[src/stream_pkg.sv]
// ------------------------------------------------
// stream types
// shared beat, header and sample formats of the
// sample stream, plus FIFO depth and the limits
// used when a scaled sample saturates
// ------------------------------------------------
package stream_pkg;

   // store depth, fixed by the 5-bit shift register address
   localparam int FIFO_DEPTH = 32;

   // limits of a 16-bit signed sample
   localparam logic signed [15:0] SAMPLE_MAX = 16'sh7fff;
   localparam logic signed [15:0] SAMPLE_MIN = -16'sh8000;

   // first word of a packet
   typedef struct packed
   {
      logic [3:0]  flags;
      // packet sequence number
      logic [11:0] seq;
      // payload length in words, header not counted
      logic [15:0] length;
   } pkt_header_t;

   // complex sample, I in the upper half
   typedef struct packed
   {
      logic signed [15:0] i;
      logic signed [15:0] q;
   } iq_sample_t;

   // one stream word seen either as header or as sample
   typedef union packed
   {
      pkt_header_t hdr;
      iq_sample_t  iq;
   } stream_word_u;

   // one beat on a stream link, 33 bits
   typedef struct packed
   {
      logic [31:0] data;
      // marks the final word of a packet
      logic        last;
   } stream_beat_t;

endpackage

[src/srl_shift_store.sv]
`timescale 1ns/10ps
// ------------------------------------------------
// shift register store
// 32-deep addressable shift register, one lane per
// data bit, with a combinational read port
// ------------------------------------------------
module srl_shift_store #(
   parameter int WIDTH = 32
) (
   input  logic             clk,
   input  logic             i_shift,
   input  logic [WIDTH-1:0] i_data,
   input  logic [4:0]       i_addr,
   output logic [WIDTH-1:0] o_data
);
   import stream_pkg::*;

   generate
      for (genvar b = 0; b < WIDTH; b++)
      begin : g_lane
         // position 0 holds the newest bit
         logic [FIFO_DEPTH-1:0] lane;

         always_ff @(posedge clk)
         begin
            if (i_shift)
            begin
               lane <= {lane[FIFO_DEPTH-2:0], i_data[b]};
            end
         end

         // read tap selected by the address
         assign o_data[b] = lane[i_addr];
      end
   endgenerate

endmodule

[src/axi_fifo_short.sv]
`timescale 1ns/10ps
// ------------------------------------------------
// short stream FIFO
// 32-beat valid/ready FIFO built on a shift
// register store, with a registered output stage,
// synchronous clear and space/occupied counters
// ------------------------------------------------
module axi_fifo_short #(
   parameter int WIDTH = 32
) (
   input  logic             clk,
   input  logic             reset,
   input  logic             i_clear,
   // input side
   input  logic [WIDTH-1:0] i_tdata,
   input  logic             i_tvalid,
   output logic             o_tready,
   // output side
   output logic [WIDTH-1:0] o_tdata,
   output logic             o_tvalid,
   input  logic             i_tready,
   // diagnostics
   output logic [5:0]       o_space,
   output logic [5:0]       o_occupied
);
   import stream_pkg::*;

   logic [WIDTH-1:0] store_data;
   // address of the oldest word in the store
   logic [4:0]       rd_addr;
   logic             full;
   logic             empty;
   logic             write;
   logic             read_int;
   logic             read;
   logic             out_ready;

   // transfer into the store at the interface
   assign write    = i_tvalid & o_tready;
   // store to output register move
   assign read_int = ~empty & out_ready;
   // transfer out of the FIFO at the interface
   assign read     = o_tvalid & i_tready;

   // output register can load when empty or being drained
   assign out_ready = i_tready | ~o_tvalid;

   assign o_tready = ~full;

   srl_shift_store #(
      .WIDTH (WIDTH)
   ) u_store (
      .clk     (clk),
      .i_shift (write),
      .i_data  (i_tdata),
      .i_addr  (rd_addr),
      .o_data  (store_data)
   );

   // read address and flags
   always_ff @(posedge clk)
   begin
      if (reset || i_clear)
      begin
         rd_addr <= '0;
         empty   <= 1'b1;
         full    <= 1'b0;
      end
      else if (read_int && !write)
      begin
         full <= 1'b0;
         if (rd_addr == 5'd0)
         begin
            empty <= 1'b1;
         end
         else
         begin
            rd_addr <= rd_addr - 5'd1;
         end
      end
      else if (write && !read_int)
      begin
         empty <= 1'b0;
         // first word lands at address 0, no move
         if (!empty)
         begin
            rd_addr <= rd_addr + 5'd1;
         end
         // store reaches 31 words, output register takes the 32nd
         if (!empty && rd_addr == 5'(FIFO_DEPTH - 3))
         begin
            full <= 1'b1;
         end
      end
   end

   // registered output stage
   always_ff @(posedge clk)
   begin
      if (reset || i_clear)
      begin
         o_tvalid <= 1'b0;
      end
      else if (out_ready)
      begin
         o_tvalid <= ~empty;
         o_tdata  <= store_data;
      end
   end

   // counters move on interface transfers only
   always_ff @(posedge clk)
   begin
      if (reset || i_clear)
      begin
         o_space    <= 6'(FIFO_DEPTH);
         o_occupied <= 6'd0;
      end
      else if (read && !write)
      begin
         o_space    <= o_space + 6'd1;
         o_occupied <= o_occupied - 6'd1;
      end
      else if (write && !read)
      begin
         o_space    <= o_space - 6'd1;
         o_occupied <= o_occupied + 6'd1;
      end
   end

endmodule

[src/iq_gain_stage.sv]
`timescale 1ns/10ps
// ------------------------------------------------
// complex gain stage
// scales I and Q of every sample word by a gain
// latched at the packet header, with rounding and
// saturation; header words pass through unchanged
// ------------------------------------------------
module iq_gain_stage #(
   parameter int GAIN_FRAC_BITS = 14
) (
   input  logic                     clk,
   input  logic                     reset,
   input  logic                     i_clear,
   // unsigned gain, GAIN_FRAC_BITS fraction bits
   input  logic [15:0]              i_gain,
   // input side
   input  stream_pkg::stream_beat_t i_beat,
   input  logic                     i_valid,
   output logic                     o_ready,
   // output side
   output stream_pkg::stream_beat_t o_beat,
   output logic                     o_valid,
   input  logic                     i_ready
);
   import stream_pkg::*;

   // half an output lsb, added before the shift
   localparam int ROUND = 1 << (GAIN_FRAC_BITS - 1);

   logic         accept;
   // next accepted beat is a header
   logic         pkt_start;
   // gain held for the current packet
   logic [15:0]  pkt_gain;
   stream_word_u in_word;
   stream_word_u out_word;

   // scale one part, round half up, clamp to 16 bits
   function automatic logic signed [15:0] scale_part(
      input logic signed [15:0] value,
      input logic [15:0]        gain
   );
      logic signed [32:0] prod;
      logic signed [32:0] shifted;
      // gain widened with a zero sign bit so the product stays signed
      prod    = 33'(value) * 33'($signed({1'b0, gain}));
      shifted = (prod + 33'(ROUND)) >>> GAIN_FRAC_BITS;
      if (shifted > 33'(SAMPLE_MAX))
      begin
         scale_part = SAMPLE_MAX;
      end
      else if (shifted < 33'(SAMPLE_MIN))
      begin
         scale_part = SAMPLE_MIN;
      end
      else
      begin
         scale_part = shifted[15:0];
      end
   endfunction

   // holds one beat under a full stall
   assign o_ready = ~o_valid | i_ready;
   assign accept  = i_valid & o_ready;

   assign in_word = i_beat.data;

   // header as is, samples through the gain
   always_comb
   begin
      if (pkt_start)
      begin
         out_word.hdr = in_word.hdr;
      end
      else
      begin
         out_word.iq.i = scale_part(in_word.iq.i, pkt_gain);
         out_word.iq.q = scale_part(in_word.iq.q, pkt_gain);
      end
   end

   // packet boundary tracking
   always_ff @(posedge clk)
   begin
      if (reset || i_clear)
      begin
         pkt_start <= 1'b1;
      end
      else if (accept)
      begin
         pkt_start <= i_beat.last;
      end
   end

   // gain taken with the header, used for the rest of the packet
   always_ff @(posedge clk)
   begin
      if (accept && pkt_start)
      begin
         pkt_gain <= i_gain;
      end
   end

   // output register
   always_ff @(posedge clk)
   begin
      if (reset || i_clear)
      begin
         o_valid <= 1'b0;
      end
      else if (o_ready)
      begin
         o_valid <= i_valid;
      end
   end

   always_ff @(posedge clk)
   begin
      if (accept)
      begin
         o_beat.data <= out_word;
         o_beat.last <= i_beat.last;
      end
   end

endmodule

[src/stream_gain_top.sv]
`timescale 1ns/10ps
// ------------------------------------------------
// stream gain subsystem
// input FIFO, complex gain stage and output FIFO
// on one valid/ready sample stream
// ------------------------------------------------
module stream_gain_top #(
   parameter int GAIN_FRAC_BITS = 14
) (
   input  logic                     clk,
   input  logic                     reset,
   input  logic                     i_clear,
   input  logic [15:0]              i_gain,
   // stream in
   input  stream_pkg::stream_beat_t i_beat,
   input  logic                     i_valid,
   output logic                     o_ready,
   // stream out
   output stream_pkg::stream_beat_t o_beat,
   output logic                     o_valid,
   input  logic                     i_ready,
   // diagnostics
   output logic [5:0]               o_in_space,
   output logic [5:0]               o_out_occupied
);
   import stream_pkg::*;

   localparam int BEAT_W = $bits(stream_beat_t);

   // input FIFO to gain stage
   stream_beat_t in_fifo_beat;
   logic         in_fifo_valid;
   logic         gain_ready;

   // gain stage to output FIFO
   stream_beat_t gain_beat;
   logic         gain_valid;
   logic         out_fifo_ready;

   // occupied count of the input FIFO not brought out
   axi_fifo_short #(
      .WIDTH (BEAT_W)
   ) u_in_fifo (
      .clk        (clk),
      .reset      (reset),
      .i_clear    (i_clear),
      .i_tdata    (i_beat),
      .i_tvalid   (i_valid),
      .o_tready   (o_ready),
      .o_tdata    (in_fifo_beat),
      .o_tvalid   (in_fifo_valid),
      .i_tready   (gain_ready),
      .o_space    (o_in_space),
      .o_occupied ()
   );

   iq_gain_stage #(
      .GAIN_FRAC_BITS (GAIN_FRAC_BITS)
   ) u_gain (
      .clk     (clk),
      .reset   (reset),
      .i_clear (i_clear),
      .i_gain  (i_gain),
      .i_beat  (in_fifo_beat),
      .i_valid (in_fifo_valid),
      .o_ready (gain_ready),
      .o_beat  (gain_beat),
      .o_valid (gain_valid),
      .i_ready (out_fifo_ready)
   );

   // space count of the output FIFO not brought out
   axi_fifo_short #(
      .WIDTH (BEAT_W)
   ) u_out_fifo (
      .clk        (clk),
      .reset      (reset),
      .i_clear    (i_clear),
      .i_tdata    (gain_beat),
      .i_tvalid   (gain_valid),
      .o_tready   (out_fifo_ready),
      .o_tdata    (o_beat),
      .o_tvalid   (o_valid),
      .i_tready   (i_ready),
      .o_space    (),
      .o_occupied (o_out_occupied)
   );

endmodule

[config.mk]
export PLATFORM = sky130hd
export DESIGN_NAME = stream_gain_top
export DESIGN_NICKNAME = d
export VERILOG_FILES = /design/src/stream_pkg.sv /design/src/srl_shift_store.sv /design/src/axi_fifo_short.sv /design/src/iq_gain_stage.sv /design/src/stream_gain_top.sv
export SDC_FILE = /design/constraint.sdc
export NUM_CORES = 2
export LEC_CHECK = 0
export BUFFER_PORTS_ARGS = -buffer_cell sky130_fd_sc_hd__buf_2
export CORE_MARGIN = 2
export CORE_UTILIZATION = 50
export CTS_BUF_LIST = sky130_fd_sc_hd__clkbuf_8
export DETAILED_ROUTE_END_ITERATION = 12
export PLACE_DENSITY = 0.69
export SLEW_MARGIN = 30
export SYNTH_ARGS = -nofsm -noshare
export SYNTH_HDL_FRONTEND = slang
export SYNTH_SLANG_ARGS = --single-unit
[constraint.sdc]
create_clock -name clk -period 30.2 [get_ports clk]
set_input_delay 9.06 -clock clk [delete_from_list [all_inputs] [get_ports clk]]
set_output_delay 9.06 -clock clk [all_outputs]
set_load 0.01 [all_outputs]
# Word-level counts from Yosys, hierarchy flattened
# Index checks and enable logic that the tools add are counted.
[word_totals]
out_inout_bits = 47
regBits = 2257
in_bits = 54
wordCells = 317
[op_classes]
bitwise_logic = 17
mul = 2
n_mux = 155
n_reduce_logical = 36
order_cmp = 6
n_addsub = 10
eq_ne = 8
[ops]
columns = ["cell", "count"]
rows = [
  ["1-bit binary-select mux with 5-bit select", 66],
  ["1-bit two-way mux", 72],
  ["33-bit by 15-bit adder with 33-bit output, second input constant", 2],
  ["16-bit by 17-bit multiplier with 33-bit output", 2],
  ["16-bit two-way mux", 4],
  ["5-bit two-way mux", 8],
  ["19-bit by 16-bit > comparator with 1-bit output, second input constant", 2],
  ["19-bit by 16-bit less-than comparator with 1-bit output, second input constant", 2],
  ["32-bit two-way mux", 1],
  ["6-bit two-way mux", 4],
  ["6-bit by 1-bit adder with 6-bit output, second input constant", 2],
  ["5-bit by 6-bit less-than comparator with 1-bit output, second input constant", 2],
  ["2-bit != test, second input constant", 6],
  ["2-bit AND reduction", 6],
  ["6-bit by 1-bit subtractor with 6-bit output, second input constant", 2],
  ["1-bit logical AND", 11],
  ["5-bit by 1-bit adder with 5-bit output, second input constant", 2],
  ["5-bit equality test, second input constant", 2],
  ["5-bit zero test", 2],
  ["5-bit by 1-bit subtractor with 5-bit output, second input constant", 2],
  ["1-bit zero test", 8],
  ["1-bit NOT", 8],
  ["2-bit nonzero test", 4],
  ["1-bit bitwise AND", 6],
  ["other kinds (4)", 8],
]

# Depth between registers and ports, before layout
[logic_depth]
ltp_word = 8
ltp_mapped = 26
depth_no_buf = 23

# By module
# From an unflattened synthesis, not the netlist that was laid out.
[unflattened]
hier_cells = 6974
area_unflattened_um2 = 105592.5
[by_module_without_submodules]
columns = ["mod", "area_each_um2", "instances", "cells_per_inst", "seq_area_each_um2"]
rows = [
  ["srl_shift_store", 40941.8, 2, 2253, 31710.4],
  ["iq_gain_stage", 18931.9, 1, 2060, 1511.4],
  ["axi_fifo_short", 2388.5, 2, 204, 1391.3],
]

# Worst setup path after synthesis
# OpenSTA, ideal clock, no wires.
[synth_path]
path_kind = "input to register"
from = "input port i_valid"
to = "register u_in_fifo.empty"
path_buffers = 0
path_slack_ns = -2.114
cell_stages = 5
t_required_ns = 30.080
setup_time_ns = 0.120
t_arrival_ns = 32.194
cell_sequence = "nand2_1 -> inv_1 -> ha_1 -> a21boi_0 -> a211o_1"
[synth_between]
elab_chain_cells = 5
[synth_rtl]
columns = ["item", "line", "rtl"]
rows = [
  ["start: declaration", "stream_gain_top.sv:16", "input logic i_valid,"],
  ["1-bit bitwise AND *", "axi_fifo_short.sv:39", "assign write = i_tvalid & o_tready;"],
  ["via u_in_fifo.u_store.i_shift", "srl_shift_store.sv:11", "input logic i_shift,"],
  ["1-bit zero test", "axi_fifo_short.sv:69", "else if (read_int && !write)"],
  ["1-bit logical AND", "axi_fifo_short.sv:69", ""],
  ["2-bit != test (no source line) / 2-bit nonzero test (equally long branches)", "--", ""],
  ["2-bit AND reduction (no source line)", "--", ""],
  ["end signal: assignment", "axi_fifo_short.sv:66", "empty <= 1'b1;"],
  ["end signal: assignment", "axi_fifo_short.sv:74", "empty <= 1'b1;"],
  ["end signal: assignment", "axi_fifo_short.sv:83", "empty <= 1'b0;"],
  ["end: declaration", "axi_fifo_short.sv:32", "logic empty;"],
]
# The timed path passes the listed nets; every way through them passes the cells marked *.
# A chain may end at the register's enable or synchronous reset.

# Worst setup path in the final report
[layout_path]
from = "input port i_valid"
to = "register u_in_fifo.u_store.g_lane[21].lane[17] (enable)"
[layout_between]
elab_chain_cells = 1
[layout_rtl]
columns = ["item", "line", "rtl"]
rows = [
  ["1-bit bitwise AND", "axi_fifo_short.sv:39", ""],
  ["via u_in_fifo.u_store.i_shift", "srl_shift_store.sv:11", ""],
  ["end signal: assignment", "srl_shift_store.sv:28", "lane <= {lane[FIFO_DEPTH-2:0], i_data[b]};"],
  ["end: declaration", "srl_shift_store.sv:22", "logic [FIFO_DEPTH-1:0] lane;"],
]
# The timed path passes the listed nets, and every way through them passes these cells.

==> results.txt <==
Core area - 0.2042 mm^2
DRC viols - 0
Buffers and inverters on the worst path - 6
Router iterations before antenna repair - 7
Longest Clk Path Bufs - 4
Routed len/inst - 22.20 um
Clock period minus final worst setup slack - 12530 ps
Share of the clock period used by the worst path after layout - 41.48%
Mapped cell area - 0.1026 mm^2
Final setup violation count - 0
Die Y-Extent - 456.9 um
Relative max-transition margin - 35.27%
Number of placed cells counting well taps - 7960
DP HPWL - 111.5 mm
LEAKAGE - 39.41 nW
Clk root buf - sky130_fd_sc_hd__clkbuf_8
Internal reg-to-reg setup slack - 22450 ps
Area grow syn2layout - 10.14%
Clock transition at the registers of the reported paths - 60 ps
Worst setup SP type - input pin
Post-Syn Nets - 6054
Clock latency reported for the late side of the worst-skew pair - 1080 ps
Die X - 456.9 um
Number of cells produced by synthesis - 5354
Die outline area - 0.2087 mm^2
Pwr per Cell Area - 65.16 mW/mm^2
Element type at the critical path end - register
Worst path top cell family by delay - buffers and inverters
R2R cell count - 21
Mean instance size in the synthesized netlist - 19.15 um^2
End point of the critical path - u_in_fifo.u_store.g_lane[21].lane[17]
I/O pins - 101
Predominant post-synthesis flop cell - sky130_fd_sc_hd__edfxtp_1
Final slew viol count - 0
Final net count - 6351
Total Wirelength - 191.2 mm
CP startpoint - i_valid
DRT antenna net count - 0
Reg-to-Reg End - u_gain.o_beat[19]
GRT overflow - 0
RD Place Congestion - 0.8186
Outcome - finished clean
Highest net fanout along the worst path - 84
Worst r2r src - u_in_fifo.o_tdata[18]
FF+latch count, synth - 2257
Number of I/O port buffers - 100
Final Hold Violating Endpoints - 0
Starting DRT DRC Count - 4513
Final hold slack - 396.9 ps
Final non-filler cell total - 8610
EDFF count, synth - 2227
Count of synthesis-stage warnings from yosys - 0
Library cell with the largest summed area after synthesis - sky130_fd_sc_hd__edfxtp_1
Gates resized, CTS repair - 0
Number of levels in the clock H-tree - 5
Number of post-CTS setup repair buffers - 0
Total of hold buffers inserted after clock tree synthesis - 0
Clock tree from TritonCTS - built
Number of antenna violations at the first check in global routing - 5
Top cells by area in the synthesized netlist - sky130_fd_sc_hd__edfxtp_1 (65%), sky130_fd_sc_hd__mux4_2 (14%), sky130_fd_sc_hd__fa_1 (7.7%), sky130_fd_sc_hd__ha_1 (3.1%), sky130_fd_sc_hd__inv_1 (1.8%)
Aggregate global-route resource usage - 18.61%
Total CTS buffers - 375
Delay contributed by the slowest stage of the critical path - 840 ps
CTS Sinks - 2257
Count of maximum capacitance violations - 0
Worst setup path class - in -> reg
Worst slew pin tran - 970.9 ps
Worst Path Required - 30860 ps
Endpoint arrival time on the critical path - 13190 ps
Maximum number of pins on one net before global-route repair - 171
Total negative setup slack - 0 ps
Number of vias in the routed layout - 49010
Yosys top cell area share - 65.21%
Row Count - 166
Number of cells on the critical path - 7
Library cells used by synthesis - 70
Share of async-settable or async-resettable flops after synthesis - 0%
IR drop worst, VDD - 58.76 uV
RSZ-0062 raised after global routing - no
Crit-path cells - buf_2 -> nand2_1 -> clkinvlp_4 -> buf_4 -> buf_4 -> buf_6 -> buf_6
Maximum clock frequency - 79.83 MHz
Fraction of final layout cells with drive strength greater than 1 - 23.74%
Starting density of the core - 50.23%
Register area share after synthesis - 65.79%
Hold crit path type - reg -> reg
Vias in the first global route - 51870
Avg Vias per Cell - 5.692
Crit-path slowest cell - sky130_fd_sc_hd__buf_4
Global-route wire length before repair - 305.5 mm
Final Skew - 75.15 ps
[synthesized netlist by cell type (7+ instances only)]
cell type,n
sky130_fd_sc_hd__a21oi_2,12
sky130_fd_sc_hd__dfxtp_1,30
sky130_fd_sc_hd__nand4_1,12
sky130_fd_sc_hd__fa_1,392
sky130_fd_sc_hd__edfxtp_1,2227
sky130_fd_sc_hd__buf_1,49
sky130_fd_sc_hd__a21oi_1,64
sky130_fd_sc_hd__ha_1,254
sky130_fd_sc_hd__inv_1,491
sky130_fd_sc_hd__nand2b_1,22
sky130_fd_sc_hd__mux2_2,66
sky130_fd_sc_hd__a21o_1,41
sky130_fd_sc_hd__o21ai_0,20
sky130_fd_sc_hd__and2_1,227
sky130_fd_sc_hd__nor2_1,69
sky130_fd_sc_hd__a21oi_4,10
sky130_fd_sc_hd__nand2_1,298
sky130_fd_sc_hd__mux4_2,660
sky130_fd_sc_hd__clkbuf_1,200
sky130_fd_sc_hd__nor2b_1,32
sky130_fd_sc_hd__xor2_1,22
sky130_fd_sc_hd__nand3_1,12
sky130_fd_sc_hd__xnor2_1,36
sky130_fd_sc_hd__and3_1,7
[routing by layer]
layer	wire, um	vias to the layer above	GRT usage [%]	part of all wire, %
met5	0	-	0	0
met4	5235	0	6.297	2.7
met3	10540	355	3.541	5.5
met2	89630	1509	28.13	47
met1	85750	26000	27.46	45
li1	-	21150	-	-
[power breakdown]
group | internal, W | total, W | switching, W
Combinational | 0.000561 | 0.00134 | 0.000776
Clock | 0.00127 | 0.00244 | 0.00117
Sequential | 0.00353 | 0.00358 | 0.0000556
Total | 0.00536 | 0.00736 | 0.00200
[sequential cells by signal, summed over array words and instances (netlist names), 5 cells and up]
name	cells
u_out_fifo.u_store.g_lane.lane	1056
u_out_fifo.rd_addr	5
u_in_fifo.o_space	6
u_gain.o_beat	33
u_out_fifo.o_occupied	6
u_in_fifo.o_tdata	33
u_out_fifo.o_tdata	33
u_in_fifo.rd_addr	5
u_in_fifo.u_store.g_lane.lane	1056
u_gain.pkt_gain	16
[area by class of cell]
cell class	instances	area, um^2
clock buffers	388	5340
diodes	8	20.02
fillers	15500	91210
flip-flops and latches	2257	67510
well taps	2688	3363
inverters	491	1859
clock inverters	252	1319
multi-input cells	2349	32270
repair buffers	177	1277
[metrics by stage]
| step | worst slack, ps | area [um^2] | utilization (%) | total power (W) |
|---|---|---|---|---|
| global placement | 16110 | 106100 | 51.98 | 0.004952 |
| global route | 17390 | 113000 | 55.32 | 0.007768 |
| detailed placement | 15910 | 106200 | 51.99 | 0.004976 |
| finish | 17670 | 113000 | 55.33 | 0.007360 |
| CTS | 17170 | 112800 | 55.25 | 0.007459 |
| floorplan | 4153 | 102600 | - | 0.004688 |
[placed cells by master (no fill, tap or decap), types with 86 or more instances in the layout]
| cell | n |
|---|---|
| sky130_fd_sc_hd__clkbuf_8 | 388 |
| sky130_fd_sc_hd__mux4_2 | 660 |
| sky130_fd_sc_hd__buf_2 | 100 |
| sky130_fd_sc_hd__edfxtp_1 | 2227 |
| sky130_fd_sc_hd__inv_1 | 597 |
| sky130_fd_sc_hd__clkinv_1 | 86 |
| sky130_fd_sc_hd__and2_1 | 226 |
| sky130_fd_sc_hd__nand2_1 | 298 |
| sky130_fd_sc_hd__ha_1 | 254 |
| sky130_fd_sc_hd__fa_1 | 392 |
[worst min-delay path by stage]
stage / startpoint / to / slack (ps) / cells past startpoint
floorplan: u_gain.o_beat[0] / u_out_fifo.u_store.g_lane[0].lane[0] / 400 / 0
global placement: u_gain.o_beat[16] / u_out_fifo.u_store.g_lane[16].lane[0] / 400 / 0
detailed placement: u_gain.o_beat[6] / u_out_fifo.u_store.g_lane[6].lane[0] / 410 / 0
CTS: u_in_fifo.u_store.g_lane[25].lane[15] / u_in_fifo.u_store.g_lane[25].lane[16] / 400 / 0
global route: u_in_fifo.u_store.g_lane[5].lane[23] / u_in_fifo.u_store.g_lane[5].lane[24] / 410 / 0
finish: u_in_fifo.u_store.g_lane[9].lane[9] / u_in_fifo.u_store.g_lane[9].lane[10] / 400 / 0
[cell families after synthesis]
kind of cell    Yosys count  share of synthesized area [%]
simple gates            703                          3.389
mux                     732                          15.28
buf+inv                 748                          2.771
fa+ha+maj               646                          10.75
compound gates          210                          1.524
flops                  2257                          65.79
xor+xnor                 58                         0.4953
Power figures use the tool's default switching activity.
